File: src/rtl/sbus_pkg.sv
`default_nettype none

package sbus_pkg;

    // word and memory geometry
    localparam int DATA_WIDTH = 32;
    localparam int ADDR_DEPTH = 2000;
    localparam int ADDR_WIDTH = $clog2(ADDR_DEPTH);

    // control frame layout
    localparam int SID_WIDTH = 2;
    localparam int START_WIDTH = 3;
    localparam int CTRL_BITS = START_WIDTH + SID_WIDTH + 2 + ADDR_WIDTH;

    // one counter covers both the frame and a data word
    localparam int CNT_WIDTH = $clog2(DATA_WIDTH + 1);

    localparam logic [START_WIDTH-1:0] START_PATTERN = 3'b111;

    // frame fields, first bit on the wire at the top
    typedef struct packed {
        logic [START_WIDTH-1:0] start;
        logic [SID_WIDTH-1:0]   sid;
        logic                   write;
        logic                   burst;
        logic [ADDR_WIDTH-1:0]  addr;
    } sbus_hdr_fields_t;

    // shifted in as raw bits, decoded through f
    typedef union packed {
        logic [CTRL_BITS-1:0] raw;
        sbus_hdr_fields_t     f;
    } sbus_hdr_t;

    // datapath strobes and word address from the FSM
    typedef struct packed {
        logic                  load_rd;
        logic                  shift_rd;
        logic                  shift_wr;
        logic                  mem_we;
        logic [ADDR_WIDTH-1:0] addr;
    } sbus_dp_ctrl_t;

endpackage

`default_nettype wire

File: src/rtl/sbus_frame_rx.sv
`timescale 1ns/1ps
`default_nettype none

module sbus_frame_rx (
    input  wire logic              clk,
    input  wire logic              rstN,
    input  wire logic              control,
    input  wire logic              frame_en,
    output sbus_pkg::sbus_hdr_t    hdr
);

    import sbus_pkg::*;

    sbus_hdr_t hdr_q;

    // msb arrives first, so every new bit enters at the bottom
    always_ff @(posedge clk or negedge rstN) begin
        if (!rstN) begin
            hdr_q <= '0;
        end else if (frame_en) begin
            hdr_q.raw <= {hdr_q.raw[CTRL_BITS-2:0], control};
        end
    end

    // held after the last bit for decode and the whole transfer
    assign hdr = hdr_q;

endmodule

`default_nettype wire

File: config.mk
export PLATFORM = sky130hd
export DESIGN_NAME = sbus_frame_rx
export DESIGN_NICKNAME = d
export VERILOG_FILES = /design/src/rtl/sbus_pkg.sv /design/src/rtl/sbus_frame_rx.sv
export SDC_FILE = /design/constraint.sdc
export NUM_CORES = 1
export LEC_CHECK = 0
export BUFFER_PORTS_ARGS = -buffer_cell sky130_fd_sc_hd__buf_2
export CAP_MARGIN = 20
export CORE_MARGIN = 2
export CORE_UTILIZATION = 47
export DETAILED_ROUTE_END_ITERATION = 10
export GPL_ROUTABILITY_DRIVEN = 0
export PLACE_DENSITY = 0.74
export SKIP_CTS_REPAIR_TIMING = 1
export SLEW_MARGIN = 0
export SYNTH_ARGS = -nofsm -noshare
export SYNTH_HDL_FRONTEND = slang
export SYNTH_SLANG_ARGS = --single-unit
File: constraint.sdc
create_clock -name clk -period 0.95 [get_ports clk]
set_input_delay 0.19 -clock clk [delete_from_list [all_inputs] [get_ports clk]]
set_output_delay 0.19 -clock clk [all_outputs]
set_load 0.01 [all_outputs]
[Word level (Yosys, flattened, before mapping)]
Cells that the tools add are included.
Widths: inputs -> output; s select.
Storage, ports and cells
  bits in registers: 18
  input bits: 4
  output and inout port bits: 18

[Longest topological paths before layout]
  depth in word-level cells: 0
  depth in mapped cells: 3
  mapped depth without buffers: 1

[Worst setup path after synthesis]
No wires, ideal clock.
  kind: input-to-reg
  start point: input frame_en
  end point: register hdr_q, in the netlist hdr[10]
  library setup time: 0.125 ns
  arrival: 0.733 ns
  slack: 0.092 ns
  stages on the path: 3
  path through: buf_6 buf_12 mux2_4
RTL lines
  from (decl): line sbus_frame_rx.sv:8  | input wire logic frame_en,
  to (decl): line sbus_frame_rx.sv:14  | sbus_hdr_t hdr_q;
No word-level cell between the ends.

[Final worst setup path]
  start point: register hdr_q, in the netlist hdr[12]
  end point: output hdr[12] (netlist bit)
RTL lines
  to (decl): line sbus_frame_rx.sv:9  | output sbus_pkg::sbus_hdr_t hdr
No word-level cell between the ends.

==> impl_metrics.toml <==
[synth]
synth_seq_cells = 18
synth_warnings = 0
synthSimpleGateAreaFrac_pct = 0
synthXorXnorAreaFrac_pct = 0
synth_fa_ha_area_share_pct = 0
synth.distinct_cells = 5
syn-cell-area_sq_um = 722
synthMuxAreaShare_pct = 33.3
syn_nets = 42
syn_area_per_cell_sq_um = 19.0
synth_top_family_by_area = "multiplexers"
ys_seq_area_share_pct = 62.4
synth_compound_area_share_pct = 0
synthCells = 38

[timing]
worst_pin_slew_ns = 0.391
maxSlewViolCount = 0
skew_ns = 0.00619
final_hold_viol_count = 0
post-route-period-util_pct = 109
fmax_ghz = 0.965
worst_slack_ns = -0.0867
max-slew-margin-rel_pct = 73.9
rsz0062_at_grt = "true"
setup_viol = 18
layout_min_cycle_time_ns = 1.04

[clock_tree]
cts_max_level = 1
clock-sinks = 18
cts_tree = "built"
cts.path.max_buffers = 2
cts_made_buffers = 3
root_buffer = "clkbuf_4"
path_clk_slew_ns = 0.11
clk_latency_ns = 0.29

[grt]
grt_pass1_wl_mm = 1.93
antenna_found_initial = 0
gr-total-overflow = 0
grt_max_degree = 19
grtUsageTotal_pct = 14.3
grt_pass1_vias = 415

[die]
dieArea_sq_um = 1870
io_pins = 22
rows = 14
start_util_pct = 49.1
core_area_sq_um = 1470
fp.dieW_microns = 43.2
die_height_microns = 43.2

[routing]
routed_wl_mm = 1.24
ant_nets = 0
drcViolationCount = 0
drt_first_iter_violations = 0
avgRoutedWirePerCell_microns = 13.6
viasPerCell = 4.65
first_pass_iters = 1
vias = 423

[layout]
finish.utilization_pct = 66.9
area_growth_pct = 36.4
largest_reg_flops = 18
diodes = 0
num-nets-final = 80
drive_above_1_share_pct = 74.7

[setup_path]
crit_type = "reg2out"
timing.reg2reg.setup_slack_ns = 0.05
r2r-end = "hdr[16]"
arrival_ns = 0.85
r2r_cells = 2
crit_path_max_fanout = 3
start_kind = "flip-flop"
slowest_delay_ns = 0.41
critPathTopFamily = "flip-flops"
slowest_stage = "dfrtp_1"
cp-end-kind = "primary output"
cp_cell_sequence = "buf_2"
regToRegStartpoint = "hdr[15]"
worst-path-buf-inv = 1
cp.required_ns = 0.76

[pwr]
power.total_w = 0.00299
p_leak_nw = 0.515
power.density_nw_per_um2 = 3030
irDropWorstVdd_v = 0.00161

[worst_hold_path]
hold_depth = 2
hold_class = "in2reg"
hold_path_startpoint = "control"
hold_end = "hdr[0]"

[outcome]
outcome = "complete, but fails checks"
violations = "setup timing"

[placement]
numPortBuffers = 21

[run]
max-cap-violations = 0
## through the flow
step | worst slack, ns | instances | hold WS (ns) | cell area [sq um] | TNS [ns]
detailed placement | 0.000873 | 75 | 0.136 | 856 | 0
global placement | 0.0302 | 75 | 0.130 | 856 | 0
floorplan | 0.0918 | 38 | -0.106 | 722 | 0
CTS | -0.0968 | 79 | -0.184 | 892 | -1.55
finish | -0.0867 | 91 | 0.135 | 985 | -1.20
global route | -0.127 | 91 | 0.136 | 985 | -1.93
## routing by layer
metal  up-vias  track usage (%)  wire length (microns)
met1       207             18.9                    558
met3         2             4.68                     66
li1        203                -                      -
met2        11             21.8                    602
met5         -                0                      0
met4         0             5.45                     10
## layout make-up
class / instances / area [sq um]
repair buffers: 35 / 238
well taps: 16 / 20.0
clock buffers: 4 / 36.3
multi-input cells: 18 / 240
flip-flops and latches: 18 / 450
fillers: 116 / 487
## worst max-delay path by stage
| stage | cells past startpoint | to | startpoint |
|---|---|---|---|
| after floorplan | 3 | hdr[10] | frame_en |
| after global placement | 3 | hdr[17] | frame_en |
| after detailed placement | 3 | hdr[15] | frame_en |
| after CTS | 1 | hdr[16] | hdr[16] |
| after global routing | 1 | hdr[12] | hdr[12] |
| final | 1 | hdr[12] | hdr[12] |
## cells in the mapped netlist (all sizes together)
master | instances | area, sq um
buf | 2 | 31.3
dfrtp | 18 | 450
mux2 | 18 | 240
## worst register-to-register path: cells and delay by family, from the launching register on
family / cells / cell delay, ns
buffers and inverters: 1 / 0.14
flip-flops: 1 / 0.41
multiplexers: 1 / 0.25
## placed cells by master (no fill, tap or decap)
| cell type | n |
|---|---|
| clkbuf_4 | 3 |
| dlygate4sd3_1 | 1 |
| dfrtp_1 | 18 |
| buf_4 | 11 |
| clkbuf_8 | 1 |
| mux2_4 | 10 |
| buf_12 | 2 |
| buf_2 | 21 |
| mux2_2 | 8 |
## where the power goes
group	switching (W)	leakage, nW	internal, W
Sequential	0.000187	0.216	0.00107
Combinational	0.000464	0.278	0.000803
Clock	0.000231	0.0210	0.000233
## kinds of logic (layout without fill, tap and decap cells)
family,Yosys count,in the layout
flops,18,18
buf+inv,2,39
mux,18,18
(Power assumes the default switching activity.)
