**config.mk**
```make
export PLATFORM = sky130hd
export DESIGN_NAME = sbus_data_shifter
export DESIGN_NICKNAME = d
export VERILOG_FILES = /design/src/rtl/sbus_pkg.sv /design/src/rtl/sbus_data_shifter.sv
export SDC_FILE = /design/constraint.sdc
export NUM_CORES = 1
export LEC_CHECK = 0
export BUFFER_PORTS_ARGS = -buffer_cell sky130_fd_sc_hd__buf_2
export CORE_MARGIN = 8
export CORE_UTILIZATION = 50
export CTS_BUF_LIST = sky130_fd_sc_hd__clkbuf_8
export CTS_CLUSTER_DIAMETER = 120
export CTS_CLUSTER_SIZE = 16
export DETAILED_ROUTE_END_ITERATION = 16
export PLACE_DENSITY = 0.79
export SETUP_SLACK_MARGIN = 0.15
export SKIP_LAST_GASP = 1
export SLEW_MARGIN = 20
export SYNTH_ARGS = -nofsm -noshare
export SYNTH_HDL_FRONTEND = slang
export SYNTH_SLANG_ARGS = --single-unit
```
**constraint.sdc**
```tcl
create_clock -name clk -period 0.8 [get_ports clk]
set_input_delay 0.16 -clock clk [delete_from_list [all_inputs] [get_ports clk]]
set_output_delay 0.16 -clock clk [all_outputs]
set_load 0.01 [all_outputs]
```
**src/rtl/sbus_pkg.sv**
```systemverilog
`default_nettype none

package sbus_pkg;

    // word and memory geometry
    localparam int DATA_WIDTH = 32;
    localparam int ADDR_DEPTH = 2000;
    localparam int ADDR_WIDTH = $clog2(ADDR_DEPTH);

    // control frame layout
    localparam int SID_WIDTH = 2;
    localparam int START_WIDTH = 3;
    localparam int CTRL_BITS = START_WIDTH + SID_WIDTH + 2 + ADDR_WIDTH;

    // one counter covers both the frame and a data word
    localparam int CNT_WIDTH = $clog2(DATA_WIDTH + 1);

    localparam logic [START_WIDTH-1:0] START_PATTERN = 3'b111;

    // frame fields, first bit on the wire at the top
    typedef struct packed {
        logic [START_WIDTH-1:0] start;
        logic [SID_WIDTH-1:0]   sid;
        logic                   write;
        logic                   burst;
        logic [ADDR_WIDTH-1:0]  addr;
    } sbus_hdr_fields_t;

    // shifted in as raw bits, decoded through f
    typedef union packed {
        logic [CTRL_BITS-1:0] raw;
        sbus_hdr_fields_t     f;
    } sbus_hdr_t;

    // datapath strobes and word address from the FSM
    typedef struct packed {
        logic                  load_rd;
        logic                  shift_rd;
        logic                  shift_wr;
        logic                  mem_we;
        logic [ADDR_WIDTH-1:0] addr;
    } sbus_dp_ctrl_t;

endpackage

`default_nettype wire

```
**src/rtl/sbus_data_shifter.sv**
```systemverilog
`timescale 1ns/1ps
`default_nettype none

module sbus_data_shifter (
    input  wire logic                           clk,
    input  wire logic                           rstN,
    input  wire sbus_pkg::sbus_dp_ctrl_t        ctrl,
    input  wire logic                           wd,
    input  wire logic [sbus_pkg::DATA_WIDTH-1:0] rdata,
    output logic                                rd,
    output logic [sbus_pkg::DATA_WIDTH-1:0]     wr_word
);

    import sbus_pkg::*;

    logic [DATA_WIDTH-1:0] rd_reg;
    logic [DATA_WIDTH-1:0] wr_reg;

    // read side, parallel in and serial out from the top
    always_ff @(posedge clk or negedge rstN) begin
        if (!rstN) begin
            rd_reg <= '0;
        end else if (ctrl.load_rd) begin
            rd_reg <= rdata;
        end else if (ctrl.shift_rd) begin
            rd_reg <= {rd_reg[DATA_WIDTH-2:0], 1'b0};
        end
    end

    // zeros fill in behind, so rd falls back low after a word
    assign rd = rd_reg[DATA_WIDTH-1];

    // write side, first bit received ends up as the msb
    always_ff @(posedge clk) begin
        if (ctrl.shift_wr) begin
            wr_reg <= {wr_reg[DATA_WIDTH-2:0], wd};
        end
    end

    assign wr_word = wr_reg;

endmodule

`default_nettype wire

```
After elaboration in Yosys (flattened, before gate mapping)
Index checks and enable logic that the tools add are counted.

storage, ports and cells
  register bits = 64
  input bits = 50
  output and inout bits = 33
  word-level logic and storage cells = 5

operators by class
  mux-type cells = 2
  reduce and logical (&&, ||, !) cells = 1

operators by type and width
  kind                count
  32-bit two-way mux  2
  2-bit nonzero test  1

Longest topological paths before layout
  depth after elaboration = 2
  gate-level depth with buffers = 4

Least setup slack after synthesis
Ideal clock, no wire load.

  path type = input to register
  start point = input ctrl[13] in the netlist's numbering
  end point = register rd_reg[8]
  library setup time = 0.120 ns
  data arrival time = 0.673 ns
  required time = 0.680 ns
  path slack = 0.007 ns
  stages = 4
  cells stage by stage = buf_6 > buf_12 > mux2i_1 > o21ai_2

between the ends
  longest elaborated chain between the ends = 1

RTL lines
  item                                 line                     source
  start: declaration                   sbus_data_shifter.sv:7   input wire sbus_pkg::sbus_dp_ctrl_t ctrl,
  2-bit nonzero test (no source line)  n/a
  end signal: assignment               sbus_data_shifter.sv:24  rd_reg <= rdata;
  end signal: assignment               sbus_data_shifter.sv:26  rd_reg <= {rd_reg[DATA_WIDTH-2:0], 1'b0};
  end: declaration                     sbus_data_shifter.sv:16  logic [DATA_WIDTH-1:0] rd_reg;

No other way between the ends.
A chain may end at the register's enable or synchronous reset.

Final worst setup path
  start point = register wr_reg[4], in the netlist wr_word[4]
  end point = output wr_word[4] in the netlist's numbering

RTL lines
  item                      line                     source
  start: declaration        sbus_data_shifter.sv:17  logic [DATA_WIDTH-1:0] wr_reg;
  start signal: assignment  sbus_data_shifter.sv:36  wr_reg <= {wr_reg[DATA_WIDTH-2:0], wd};
  end: declaration          sbus_data_shifter.sv:11  output logic [sbus_pkg::DATA_WIDTH-1:0] wr_word

No word-level cell between the ends.

==> results.toml <==
[status]
status = "complete, but fails checks"
violations = "setup timing"

[logic_synthesis]
synth_seq_cells = 64
synth_warnings = 0
synth.avg_cell_area_sq_um = 14.48
synth_mux_area_share_pct = 12.53
yosys.area_share.xor_xnor_pct = 0
synthAdderAreaFrac_pct = 0
ys_seq_area_share_pct = 71.15
synth_top_family_by_area = "multiplexers"
netlist_area_sq_um = 2476
synth.distinct_cells = 11
synth_cells = 171
synth_simple_gate_area_share_pct = 5.104
synth_nets = 221
synth_compound_area_share_pct = 6.923

[floorplan]
die_area_sq_um = 7460
pin_count = 83
die_y_um = 86.37
initial_core_util_pct = 52.08
fp-row-count = 25
core_area_sq_um = 4755
die_w_um = 86.37

[worst_setup_path]
slowest_delay_ns = 0.42
end_kind = "primary output"
cp_max_fo = 2
critPathBufInv = 1
crit_type = "register to primary output"
path_cells = "buf_2"
cp_top_family = "flip-flops"
arrival_ns = 0.91
worst_path_max_delay_cell = "edfxtp_1"
cp-start-kind = "register"
required_ns = 0.64

[clock_tree]
cts_hold_buf = 1
clk_pin_slew_ns = 0.07
cts.path.max_buffers = 2
clock-sinks = 64
clk_latency_ns = 0.32
cts_root_buf = "clkbuf_8"
htreeDepth = 3
cts_tree = "done"
cts_made_buffers = 9

[route]
drtIter0Drc = 62
drtAntennaViolNets = 0
routedWlPerCell_um = 14.69
route.detailed.drc = 0
viasPerCell = 4.772
drt-total-wl_um = 5157
via_count = 1675
drtPass1Iterations = 4

[sta]
tightestPinTransition_ns = 0.2274
setup_ws_ns = -0.2696
slew_viol_final = 0
fin_crit_sh_pct = 133.7
max_freq_mhz = 935.0
finalHoldViolCount = 0
setup_viol = 41
post-route-min-period_ns = 1.070
rsz0062_at_grt = "true"
slew_headroom_pct = 84.84
fin_skew_ns = 0.005534
fin_tns_setup_ns = -8.116

[global_route]
grt_pass1_wl_um = 7886
antenna_found_initial = 0
grt_max_degree = 33
grt_overflow = 0
grt_util_all_layers_pct = 13.60
grt_pass1_vias = 1722

[final_layout]
num_antenna_cells = 0
area_growth_pct = 37.75
drive_gt1_share_pct = 44.01
nets = 329

[hold_path]
hold_class = "input port to register"

[pwr]
power.density_nw_per_um2 = 2247
ir_drop_v = 0.001265
p_leak_uw = 0.001608
total_power_uw = 7665

[placement]
place_congestion = 0.7074
place_hpwl_um = 3385
port_buffers = 70
post-place-ws_ns = -0.1190

[job]
drv_cap = 0
==> repair_timing <==
action                                  in CTS  in global routing
hold endpoints to repair                    33                  1
buffers inserted                            16                 13
gates cloned                                 0                  0
gates resized for setup                      2                  9
endpoints found under the setup margin      78                 91
==> report_power, final <==
group	switching, uW	total [uW]	internal [uW]
clock	1180	2920	1730
sequential	134	3870	3740
combinational	414	877	463
==> kinds of logic after synthesis <==
group,Yosys count
AO/OA/AOI/OAI,32
buffers and inverters,11
AND/OR/NAND/NOR,33
flip-flops,64
multiplexers,31
==> final timing paths <==
| path | startpoint | end | slack, ns | cells past startpoint |
|---|---|---|---|---|
| worst max-delay path | wr_word[4] | wr_word[4] | -0.27 | 1 |
| worst min-delay path | wd | wr_word[0] | 0.01 | 1 |
| worst max register to register | wr_word[17] | wr_word[18] | -0.11 | 2 |
| worst min register to register | wr_word[18] | wr_word[19] | 0.45 | 0 |
| max in group asynchronous | rstN | rd_reg[14] | 0.31 | 3 |
| min in group asynchronous | rstN | rd_reg[31] | 0.32 | 3 |
==> layout make-up <==
type | instances | area [sq um]
Sequential cell | 64 | 1762
Fill cell | 339 | 1344
Timing Repair Buffer | 108 | 743.2
Multi-Input combinational cell | 96 | 611.8
Clock buffer | 9 | 123.9
Clock inverter | 7 | 86.33
Tap cell | 67 | 83.83
==> cells in the final DEF, fill, tap and decap left out <==
master	synthesis	layout
buf_12	3	6
buf_2	7	70
buf_4	0	23
buf_6	1	8
bufinv_16	0	2
clkbuf_8	0	9
clkinv_1	0	1
clkinv_2	0	2
dfrtp_1	32	32
dlygate4sd3_1	0	1
edfxtp_1	32	32
inv_1	0	1
inv_6	0	1
mux2i_1	31	30
mux2i_2	0	1
nand2_1	32	32
nand2b_1	1	1
o21ai_1	27	29
o21ai_2	3	3
==> synthesized netlist by cell type <==
master	number	area share, %
buf_2	7	1.4
buf_12	3	2.4
nand2_1	32	4.9
o21ai_0	2	0.40
buf_6	1	0.45
nand2b_1	1	0.25
dfrtp_1	32	32
mux2i_1	31	13
edfxtp_1	32	39
o21ai_1	27	5.5
o21ai_2	3	1.1
==> metrics by stage <==
stage / cell area [sq um] / util [%] / hold WS [ns] / instances
floorplan: 2494 / - / -0.1356 / 171
global placement: 2939 / 61.82 / 0.1239 / 305
detailed placement: 2939 / 61.82 / 0.1254 / 305
CTS: 3279 / 68.97 / -0.004125 / 338
global route: 3411 / 71.74 / -0.01221 / 351
finish: 3411 / 71.74 / 0.01087 / 351
==> per-layer routing <==
metal / track usage, % / up-vias / wire (um)
li1: - / 824 / -
met1: 14.24 / 808 / 2039
met2: 23.96 / 36 / 2803
met3: 4.159 / 7 / 247
met4: 7.042 / 0 / 66
met5: 0 / - / 0
No activity file was read; power rests on OpenSTA's default activity.
