--- config.mk ---
export PLATFORM = sky130hd
export DESIGN_NAME = sbus_slave_fsm
export DESIGN_NICKNAME = d
export VERILOG_FILES = /design/src/rtl/sbus_pkg.sv /design/src/rtl/sbus_slave_fsm.sv
export SDC_FILE = /design/constraint.sdc
export NUM_CORES = 1
export LEC_CHECK = 0
export BUFFER_PORTS_ARGS = -buffer_cell sky130_fd_sc_hd__buf_2
export CORE_ASPECT_RATIO = 1.75
export CORE_MARGIN = 1
export CORE_UTILIZATION = 44
export CTS_CLUSTER_SIZE = 28
export DETAILED_ROUTE_END_ITERATION = 7
export PLACE_DENSITY_LB_ADDON = 0.15
export SYNTH_ARGS = -nofsm -noshare
export SYNTH_HDL_FRONTEND = slang
export SYNTH_SLANG_ARGS = --single-unit
--- constraint.sdc ---
create_clock -name clk -period 1.7 [get_ports clk]
set_clock_uncertainty 0.1 [all_clocks]
set_input_delay 0.17 -clock clk [delete_from_list [all_inputs] [get_ports clk]]
set_output_delay 0.17 -clock clk [all_outputs]
set_load 0.01 [all_outputs]
--- src/rtl/sbus_pkg.sv ---
`default_nettype none

package sbus_pkg;

    // word and memory geometry
    localparam int DATA_WIDTH = 32;
    localparam int ADDR_DEPTH = 2000;
    localparam int ADDR_WIDTH = $clog2(ADDR_DEPTH);

    // control frame layout
    localparam int SID_WIDTH = 2;
    localparam int START_WIDTH = 3;
    localparam int CTRL_BITS = START_WIDTH + SID_WIDTH + 2 + ADDR_WIDTH;

    // one counter covers both the frame and a data word
    localparam int CNT_WIDTH = $clog2(DATA_WIDTH + 1);

    localparam logic [START_WIDTH-1:0] START_PATTERN = 3'b111;

    // frame fields, first bit on the wire at the top
    typedef struct packed {
        logic [START_WIDTH-1:0] start;
        logic [SID_WIDTH-1:0]   sid;
        logic                   write;
        logic                   burst;
        logic [ADDR_WIDTH-1:0]  addr;
    } sbus_hdr_fields_t;

    // shifted in as raw bits, decoded through f
    typedef union packed {
        logic [CTRL_BITS-1:0] raw;
        sbus_hdr_fields_t     f;
    } sbus_hdr_t;

    // datapath strobes and word address from the FSM
    typedef struct packed {
        logic                  load_rd;
        logic                  shift_rd;
        logic                  shift_wr;
        logic                  mem_we;
        logic [ADDR_WIDTH-1:0] addr;
    } sbus_dp_ctrl_t;

endpackage

`default_nettype wire

--- src/rtl/sbus_slave_fsm.sv ---
`timescale 1ns/1ps
`default_nettype none

module sbus_slave_fsm #(
    parameter logic [sbus_pkg::SID_WIDTH-1:0] SLAVE_ID = 1
) (
    input  wire logic                clk,
    input  wire logic                rstN,
    input  wire logic                control,
    input  wire logic                valid,
    input  wire logic                last,
    input  wire sbus_pkg::sbus_hdr_t hdr,
    input  wire logic                frame_done,
    input  wire logic                word_done,
    output logic                     frame_en,
    output logic                     cnt_en,
    output logic                     cnt_clr,
    output sbus_pkg::sbus_dp_ctrl_t  dp,
    output logic                     ready
);

    import sbus_pkg::*;

    typedef enum logic [2:0] {
        S_IDLE,
        S_FRAME,
        S_DECODE,
        S_FETCH,
        S_SEND,
        S_WRITE,
        S_DONE
    } state_t;

    state_t                state;
    state_t                state_nxt;
    logic [ADDR_WIDTH-1:0] addr;
    logic [ADDR_WIDTH-1:0] addr_nxt;
    logic                  last_q;
    logic                  last_nxt;
    logic                  hdr_ok;

    assign hdr_ok = (hdr.f.start == START_PATTERN) && (hdr.f.sid == SLAVE_ID);

    always_ff @(posedge clk or negedge rstN) begin
        if (!rstN) begin
            state  <= S_IDLE;
            addr   <= '0;
            last_q <= 1'b0;
        end else begin
            state  <= state_nxt;
            addr   <= addr_nxt;
            last_q <= last_nxt;
        end
    end

    always_comb begin
        state_nxt = state;
        addr_nxt  = addr;
        last_nxt  = last_q;
        frame_en  = 1'b0;
        cnt_en    = 1'b0;
        cnt_clr   = 1'b0;
        ready     = 1'b0;
        dp        = '0;
        dp.addr   = addr;
        case (state)
            S_IDLE: begin
                // the first high control bit is already frame bit one
                ready    = 1'b1;
                frame_en = control;
                cnt_en   = control;
                cnt_clr  = !control;
                if (control) begin
                    state_nxt = S_FRAME;
                end
            end
            S_FRAME: begin
                ready    = 1'b1;
                frame_en = 1'b1;
                cnt_en   = 1'b1;
                if (frame_done) begin
                    cnt_clr   = 1'b1;
                    state_nxt = S_DECODE;
                end
            end
            S_DECODE: begin
                // memory sees the header address now, word ready in fetch
                dp.addr  = hdr.f.addr;
                addr_nxt = hdr.f.addr;
                last_nxt = 1'b0;
                if (!hdr_ok) begin
                    state_nxt = S_IDLE;
                end else if (hdr.f.write) begin
                    state_nxt = S_WRITE;
                end else begin
                    state_nxt = S_FETCH;
                end
            end
            S_FETCH: begin
                dp.load_rd = 1'b1;
                state_nxt  = S_SEND;
            end
            S_SEND: begin
                // no pause inside a read word
                ready       = 1'b1;
                dp.shift_rd = 1'b1;
                cnt_en      = 1'b1;
                if (word_done) begin
                    cnt_clr = 1'b1;
                    if (hdr.f.burst && !last) begin
                        addr_nxt  = addr + 1'b1;
                        state_nxt = S_DONE;
                    end else begin
                        state_nxt = S_IDLE;
                    end
                end
            end
            S_WRITE: begin
                // valid low holds the count, master back-pressure
                ready       = 1'b1;
                dp.shift_wr = valid;
                cnt_en      = valid;
                if (valid && word_done) begin
                    cnt_clr   = 1'b1;
                    last_nxt  = last;
                    state_nxt = S_DONE;
                end
            end
            S_DONE: begin
                // store a write word, or fetch the next read word
                dp.mem_we = hdr.f.write;
                if (!hdr.f.write) begin
                    state_nxt = S_FETCH;
                end else if (hdr.f.burst && !last_q) begin
                    addr_nxt  = addr + 1'b1;
                    state_nxt = S_WRITE;
                end else begin
                    state_nxt = S_IDLE;
                end
            end
            default: begin
                state_nxt = S_IDLE;
            end
        endcase
    end

endmodule

`default_nettype wire

Word-level counts from Yosys, hierarchy flattened

Index checks and enable logic that the tools add are counted.

Add/subtract/negate cells: 1
Equal/unequal tests: 15
Mux-type cells: 29
Reduce and logical (&&, ||, !) cells: 15

Operators by type and width:

| kind                                                                   | count |
|---|---|
| 11-bit 2-to-1 mux                                                      | 5 |
| 11-bit one-hot mux with 3 select lines                                 | 1 |
| 3-bit 2-to-1 mux                                                       | 9 |
| 3-bit one-hot mux with 7 select lines                                  | 1 |
| 2-bit inequality test (second input constant)                          | 7 |
| 3-bit equality test (second input constant)                            | 4 |
| 11-bit by 1-bit adder with 11-bit output (second input constant)       | 1 |
| 1-bit 2-to-1 mux                                                       | 9 |
| 3-bit by 2-bit equality test with 1-bit output (second input constant) | 2 |
| 5-bit AND reduction                                                    | 1 |
| 1-bit logical AND                                                      | 4 |
| 1-bit one-hot mux with 2 select lines                                  | 2 |
| 1-bit one-hot mux with 4 select lines                                  | 1 |
| 4-bit AND reduction                                                    | 1 |
| 4-bit OR reduction                                                     | 1 |
| 3-bit by 1-bit equality test with 1-bit output (second input constant) | 1 |
| 1-bit logical NOT                                                      | 3 |
| 3-bit logical NOT                                                      | 1 |
| 1-bit one-hot mux with 3 select lines                                  | 1 |
| 3-bit nonzero test                                                     | 1 |
| 2-bit by 1-bit equality test with 1-bit output (second input constant) | 1 |
| 2-bit AND reduction                                                    | 1 |
| 2-bit nonzero test                                                     | 1 |
| 2-bit OR reduction                                                     | 1 |

Register bits after elaboration: 15
Input port bits: 25
Output and inout bits: 19
Word-level logic and storage cells: 63

Depth between registers and ports, before layout

Gate-level depths: netlist of run 1.

Depth in word-level cells: 5
Gate-level depth with buffers: 7
Depth with buffers taken out: 5

Worst setup path before layout of run 1

OpenSTA, ideal clock, no wires.

Path type: register -> output
Start: register state[0]
End: output port dp[1] (netlist name)
Arrival: 1.460 ns
Data required time: 1.430 ns
Slack: -0.030 ns
Cell stages (with the launch flop): 6
Path buffers: 2
Path through: dfrtp_1 buf_2 nand2b_1 nor2_1 buf_2 mux2_2

RTL lines:

| element                  | RTL line             | RTL |
|---|---|---|
| start: declaration       | sbus_slave_fsm.sv:34 | `state_t state;` |
| start signal: assignment | sbus_slave_fsm.sv:50 | `state <= state_nxt;` |
| end: declaration         | sbus_slave_fsm.sv:18 | `output sbus_pkg::sbus_dp_ctrl_t dp,` |

Final worst setup path of run 1

Start: register state[0]
End: output port cnt_en

Word-level cells in the longest chain between the ends: 3
Elaborated cells on any way between the ends: 6
Those cells by class: 3 x eq/ne; 1 x mux; 2 x reduce/logical

RTL lines:

| element                                                                                      | RTL line             | RTL |
|---|---|---|
| 3-bit equality test / 3-bit by 1-bit equality test with 1-bit output (equally long branches) | sbus_slave_fsm.sv:66 | `case (state)` |
| 2-bit OR reduction (no source line)                                                          | --                   |  |
| 1-bit one-hot mux with 3 select lines (*)                                                    | sbus_slave_fsm.sv:66 |  |
| end: declaration                                                                             | sbus_slave_fsm.sv:16 | `output logic cnt_en,` |

Mark *: on every way between the ends. The rest lies on a longest branch, timed or not.

==> metrics.cfg, run 1 <==
[worst_setup_path]
crit_fanout=5
criticalPathCategory=reg2out
cp.required_ns=1.43
r2r-start=state[1]
crit_path_end=cnt_en
rr_worst_depth=4
r2r_slack_ns=-0.06
start_kind=flip-flop
rr_endpoint=addr[0]
crit_path_start=state[0]
crit_arrival_ns=1.57
worst_setup_path_end_kind=output pin

[die]
die_area_um2=2954
core_um2=2552
die_w_um=41.52
die_height_um=71.16
rows=24
ios=44
initial_utilization_pct=47.11

[global_route]
antenna_found_initial=0
overflow=0
grt_max_degree=25
track_usage_pct=29.91
grt_pass1_vias=1499
grt_first_pass_wirelength_mm=6.817

[layout]
fin_area_um2=1882
fillers=207
fin_nets=241
antenna_cells=0
fin_cells=240
syn_to_final_growth_pct=56.50
final_util_pct=73.73
drive_gt1_share_pct=47.66

[logic_synthesis]
synth_ff_type=dfrtp_1
synth-edff-count=0
synth.largest_area_cell=dfrtp_1
yosysUniqueCellTypes=39
synth_nets=175
avgSynthCellArea_um2=8.070
synthTopCellsByCount=nand2_1 (17), a21oi_1 (16), dfrtp_1 (15)
yosysSeqAreaShare_pct=31.22
yosysWarningCount=0
synth_cells=149
async_flop_share_pct=100.0
synth_top_area_share_pct=31.22
synth.most_common_cell=nand2_1
netlist_area_um2=1202
synth.top_cells.by_area=dfrtp_1 (31%), mux2_2 (11%), a21oi_1 (6.7%), nand3_1 (5.4%), nand2_1 (5.3%)
ys_seq_elements=15

[timing]
period_needed_ns=1.838
hold_viol=0
period_share_pct=108.1
relSlewSlack_pct=75.30
grt_setup_unrepaired=yes
slew_viol_final=0
setup_ws_ns=-0.1380
max_freq_mhz=544.1
setup_viol=17
worst_pin_slew_ns=0.3705

[clocking]
cts.path.max_buffers=2
numClockSinks=15
cts.reportedPaths.clkPinSlew_ns=0.06
cts_root_buffer=clkbuf_8
cts_buffers=3
clock_latency_ns=0.25
htreeDepth=1
cts_tree=yes

[drt]
viasPerCell=5.996
vias=1439
drc=0
avgRoutedWirePerCell_um=17.22
dr.first_iter.drc_count=24
ant_nets=0
wl_mm=4.133
drt_first_pass_iters=4

[run]
maxCapViolCount=0

[worst_hold_path]
min_from=hdr[0]
worstHoldPathType=in2reg

[power]
leakage_nw=0.8595
max-vdd-ir-drop_mv=0.9659
powerDensity_nw_per_um2=1807
total_power_mw=3.400

[placement]
portBuffers=43
place_ws_ns=-0.008576
hpwl_mm=2.790
place_inst=225
gp_congestion=0.8600
placed_area_um2=1536

[outcome]
failed_checks=negative setup slack
status=finished with violations

-- critical path, stage by stage, from the launching register on --
cell and delay [ns]:
dfrtp_1 0.39, buf_6 0.14, nor2b_4 0.13, and3_4 0.15, or3_1 0.35, buf_2 0.15
-- layout by cell type (no fill, tap or decap), types with 2 or more instances in the layout --
cell / instances
o21ai_0: 11
a21oi_1: 16
dfrtp_1: 13
nor2b_4: 2
buf_6: 18
nand2b_1: 2
nor2_4: 2
buf_4: 17
inv_2: 2
mux2_4: 11
clkbuf_8: 3
nand2b_4: 2
nand2_1: 16
buf_2: 32
nor3_1: 5
nor2_1: 5
a2bb2oi_1: 3
nand3_1: 13
dfrtp_2: 2
and3_1: 4
o22ai_1: 3
-- area by class of cell --
cell class / instances / area, um^2 / area share, %
inverter: 3 / 11.26 / 0.5984
multi-input combinational: 122 / 879.6 / 46.74
tap: 26 / 32.53 / 1.729
timing repair buffer: 70 / 535.5 / 28.46
sequential: 15 / 377.9 / 20.08
clock buffer: 4 / 45.04 / 2.394
-- cell families (layout without fill, tap and decap cells) --
| kind of cell | Yosys count | in the layout | share of synthesized area (%) |
|---|---|---|---|
| fa+ha+maj | 1 | 1 | 1.040 |
| compound gates | 46 | 46 | 24.77 |
| simple gates | 63 | 63 | 26.95 |
| buf+inv | 12 | 77 | 4.786 |
| mux | 12 | 12 | 11.24 |
| flops | 15 | 15 | 31.22 |
-- power breakdown --
part	switching (mW)	leakage, nW	total, mW	internal [mW]
clock network	0.135	0.0228	0.302	0.166
registers	0.175	0.173	0.706	0.531
logic	1.07	0.664	2.39	1.32
-- how the worst min path moves through the flow --
stage	to	cells past startpoint	slack, ns
6_report	addr[0]	2	0.08
5_1_grt	addr[0]	2	0.09
4_1_cts	addr[0]	2	0.08
3_5_place_dp	addr[1]	1	0.005
3_3_place_gp	addr[2]	1	0.0004
2_1_floorplan	addr[0]	0	-0.23
-- sequential cells by signal, summed over array words and instances (netlist names) --
| name | count |
|---|---|
| last_q | 1 |
| addr | 11 |
| state | 3 |
-- through the flow --
stage	hold WS (ns)	setup TNS, ns
CTS	0.07831	-1.266
global placement	0.0004498	0
floorplan	-0.2256	0
finish	0.07736	-1.626
global route	0.08887	-2.866
detailed placement	0.005374	-0.03281
-- what timing repair did --
| item | 4_1_cts | 5_1_grt |
|---|---|---|
| resized for setup | 41 | 9 |
| buffers inserted | 9 | 2 |
| hold endpoints to repair | 15 | 0 |
| pin swaps | 7 | 3 |
| setup endpoints to repair | 16 | 25 |
| hold buffers | 1 | 0 |
-- per-layer routing --
metal  part of all wire [%]  GRT usage, %  up-vias
li1                       -             -      681
met1                     34         27.24      690
met2                     58         60.42       50
met3                    2.5         2.296       18
met4                    5.0         17.56        0
met5                      0             0        -
Power figures use the tool's default switching activity.
==> inputs of run 2 (changes only) <==
==> constraint.sdc (replaced) <==
create_clock -name clk -period 1.6 [get_ports clk]
set_clock_uncertainty 0.1 [all_clocks]
set_input_delay 0.16 -clock clk [delete_from_list [all_inputs] [get_ports clk]]
set_output_delay 0.16 -clock clk [all_outputs]
set_load 0.01 [all_outputs]
==> run 2 against run 1 <==
Compared with the run above:
- the run still ends with negative setup slack left
- wire length rose by 13%
- register-to-register slack got worse by 0.12 ns
- die area unchanged
- total power rose by 26%
- largest cell class unchanged
- worst hold slack got worse by 0.019 ns
- clock power increased by 10%
- sequential power grew 11%
==> metrics.cfg, run 2 (synthesis gave the netlist of run 1 again) <==
[outcome]
status=finished with violations
failed_checks=negative setup slack

[global_route]
grt_max_degree=25
overflow=0
grt_first_pass_wirelength_mm=6.858
antenna_found_initial=0
grt_pass1_vias=1524
track_usage_pct=29.78

[run]
maxCapViolCount=0

[clocking]
clock_latency_ns=0.26
cts_tree=yes
cts_root_buffer=clkbuf_8
cts.reportedPaths.clkPinSlew_ns=0.07
cts.path.max_buffers=2
htreeDepth=1
cts_buffers=3
numClockSinks=15

[layout]
largestRegisters=addr (11), state (3), last_q (1)
fin_nets=250
largest_reg_flops=11
layout.cells.most_common_list=buf_2 (32), buf_4 (21), buf_6 (19)
layout_commonest_cell=buf_2
fin_area_um2=2201
syn_to_final_growth_pct=83.04
drive_gt1_share_pct=64.57
antenna_cells=0
top_register=addr

[timing]
slew_viol_final=0
setup_viol=28
hold_slack_ns=0.05838
period_share_pct=119.3
grt_setup_unrepaired=yes
hold_viol=0
tns_ns=-5.036
period_needed_ns=1.909
max_freq_mhz=523.9
worst_pin_slew_ns=0.3776
relSlewSlack_pct=74.83
setup_ws_ns=-0.3087

[placement]
placed_area_um2=1653
portBuffers=43
hpwl_mm=2.807
place_ws_ns=-0.1135
gp_congestion=0.8237

[die]
core_um2=2552
ios=44
die_w_um=41.52
initial_utilization_pct=47.11
die_height_um=71.16
rows=24
die_area_um2=2954

[drt]
avgRoutedWirePerCell_um=18.71
wl_mm=4.659
vias=1516
wl_met1_mm=1.582
dr_wl_met2_mm=2.690
viasPerCell=6.088
drt_first_pass_iters=4
drc=0
dr.first_iter.drc_count=57
dr.max_layer_used=met4
ant_nets=0
detailroute.wirelength.met3_um=210

[worst_setup_path]
rr_worst_depth=5
rr_endpoint=addr[0]
cp.required_ns=1.34
worst_setup_path_end_kind=output pin
r2r-start=state[1]
crit_fanout=6
crit_arrival_ns=1.65
start_kind=flip-flop
r2r_slack_ns=-0.18
criticalPathCategory=reg2out

[power]
powerDensity_nw_per_um2=1942
max-vdd-ir-drop_mv=1.418
leakage_nw=0.9508

[worst_hold_path]
hold_path_end=addr[0]
hold_depth=2
worstHoldPathType=in2reg
min_from=hdr[0]

run 2: changes by cell type in the layout (fill, tap and decap cells not counted), moves of 4 or more:
cell / previous run / this run
buf_4: 17 / 21
a21oi_2: 0 / 9
buf_12: 1 / 5
a21oi_4: 0 / 4
a21oi_1: 16 / 3
run 2: layer usage:
layer | up-vias | global-route usage [%]
met5 | - | 0
met4 | 0 | 13.26
met3 | 20 | 3.571
met2 | 70 | 59.55
met1 | 725 | 28.76
li1 | 701 | -
run 2: area by class of cell:
type | count | area, um^2
clock inverter | 1 | 5.005
inverter | 3 | 16.27
timing repair buffer | 79 | 646.9
multi-input combinational | 122 | 1081
fill | 126 | 351.6
tap | 26 | 32.53
sequential | 15 | 377.9
clock buffer | 3 | 41.29
run 2: what timing repair did:
action | in CTS | in global routing
gates cloned | 2 | 0
hold buffers | 1 | 0
setup endpoints to repair | 28 | 32
resized for setup | 46 | 46
pin swaps | 5 | 15
endpoints found under the hold margin | 15 | 0
buffers inserted | 7 | 7
run 2: metrics by stage:
step,util [%],instances,total power [mW]
2_1_floorplan,-,149,1.936
3_3_place_gp,64.75,232,2.729
3_5_place_dp,64.75,232,2.795
4_1_cts,78.97,245,3.815
5_1_grt,86.23,249,4.480
6_report,86.23,249,4.273
run 2: worst max-delay path, stage by stage (launching register included):
cell,delay (ns)
dfrtp_1,0.42
nand2b_4,0.18
nor2_4,0.11
buf_6,0.12
buf_12,0.12
mux2_4,0.31
buf_6,0.12
run 2: worst max-delay path by stage:
stage / startpoint / endpoint / cells past startpoint
2_1_floorplan: state[0] / dp[1] / 5
6_report: state[0] / dp[10] / 6
4_1_cts: state[0] / dp[8] / 6
3_5_place_dp: state[1] / addr[0] / 4
3_3_place_gp: state[1] / addr[0] / 4
5_1_grt: state[0] / dp[10] / 6
run 2: where the power goes:
group          switching (mW)  total [mW]  internal, mW
clock network           0.159       0.333         0.173
logic                    1.40        3.16          1.76
registers               0.219       0.783         0.563
total                    1.78        4.27          2.49
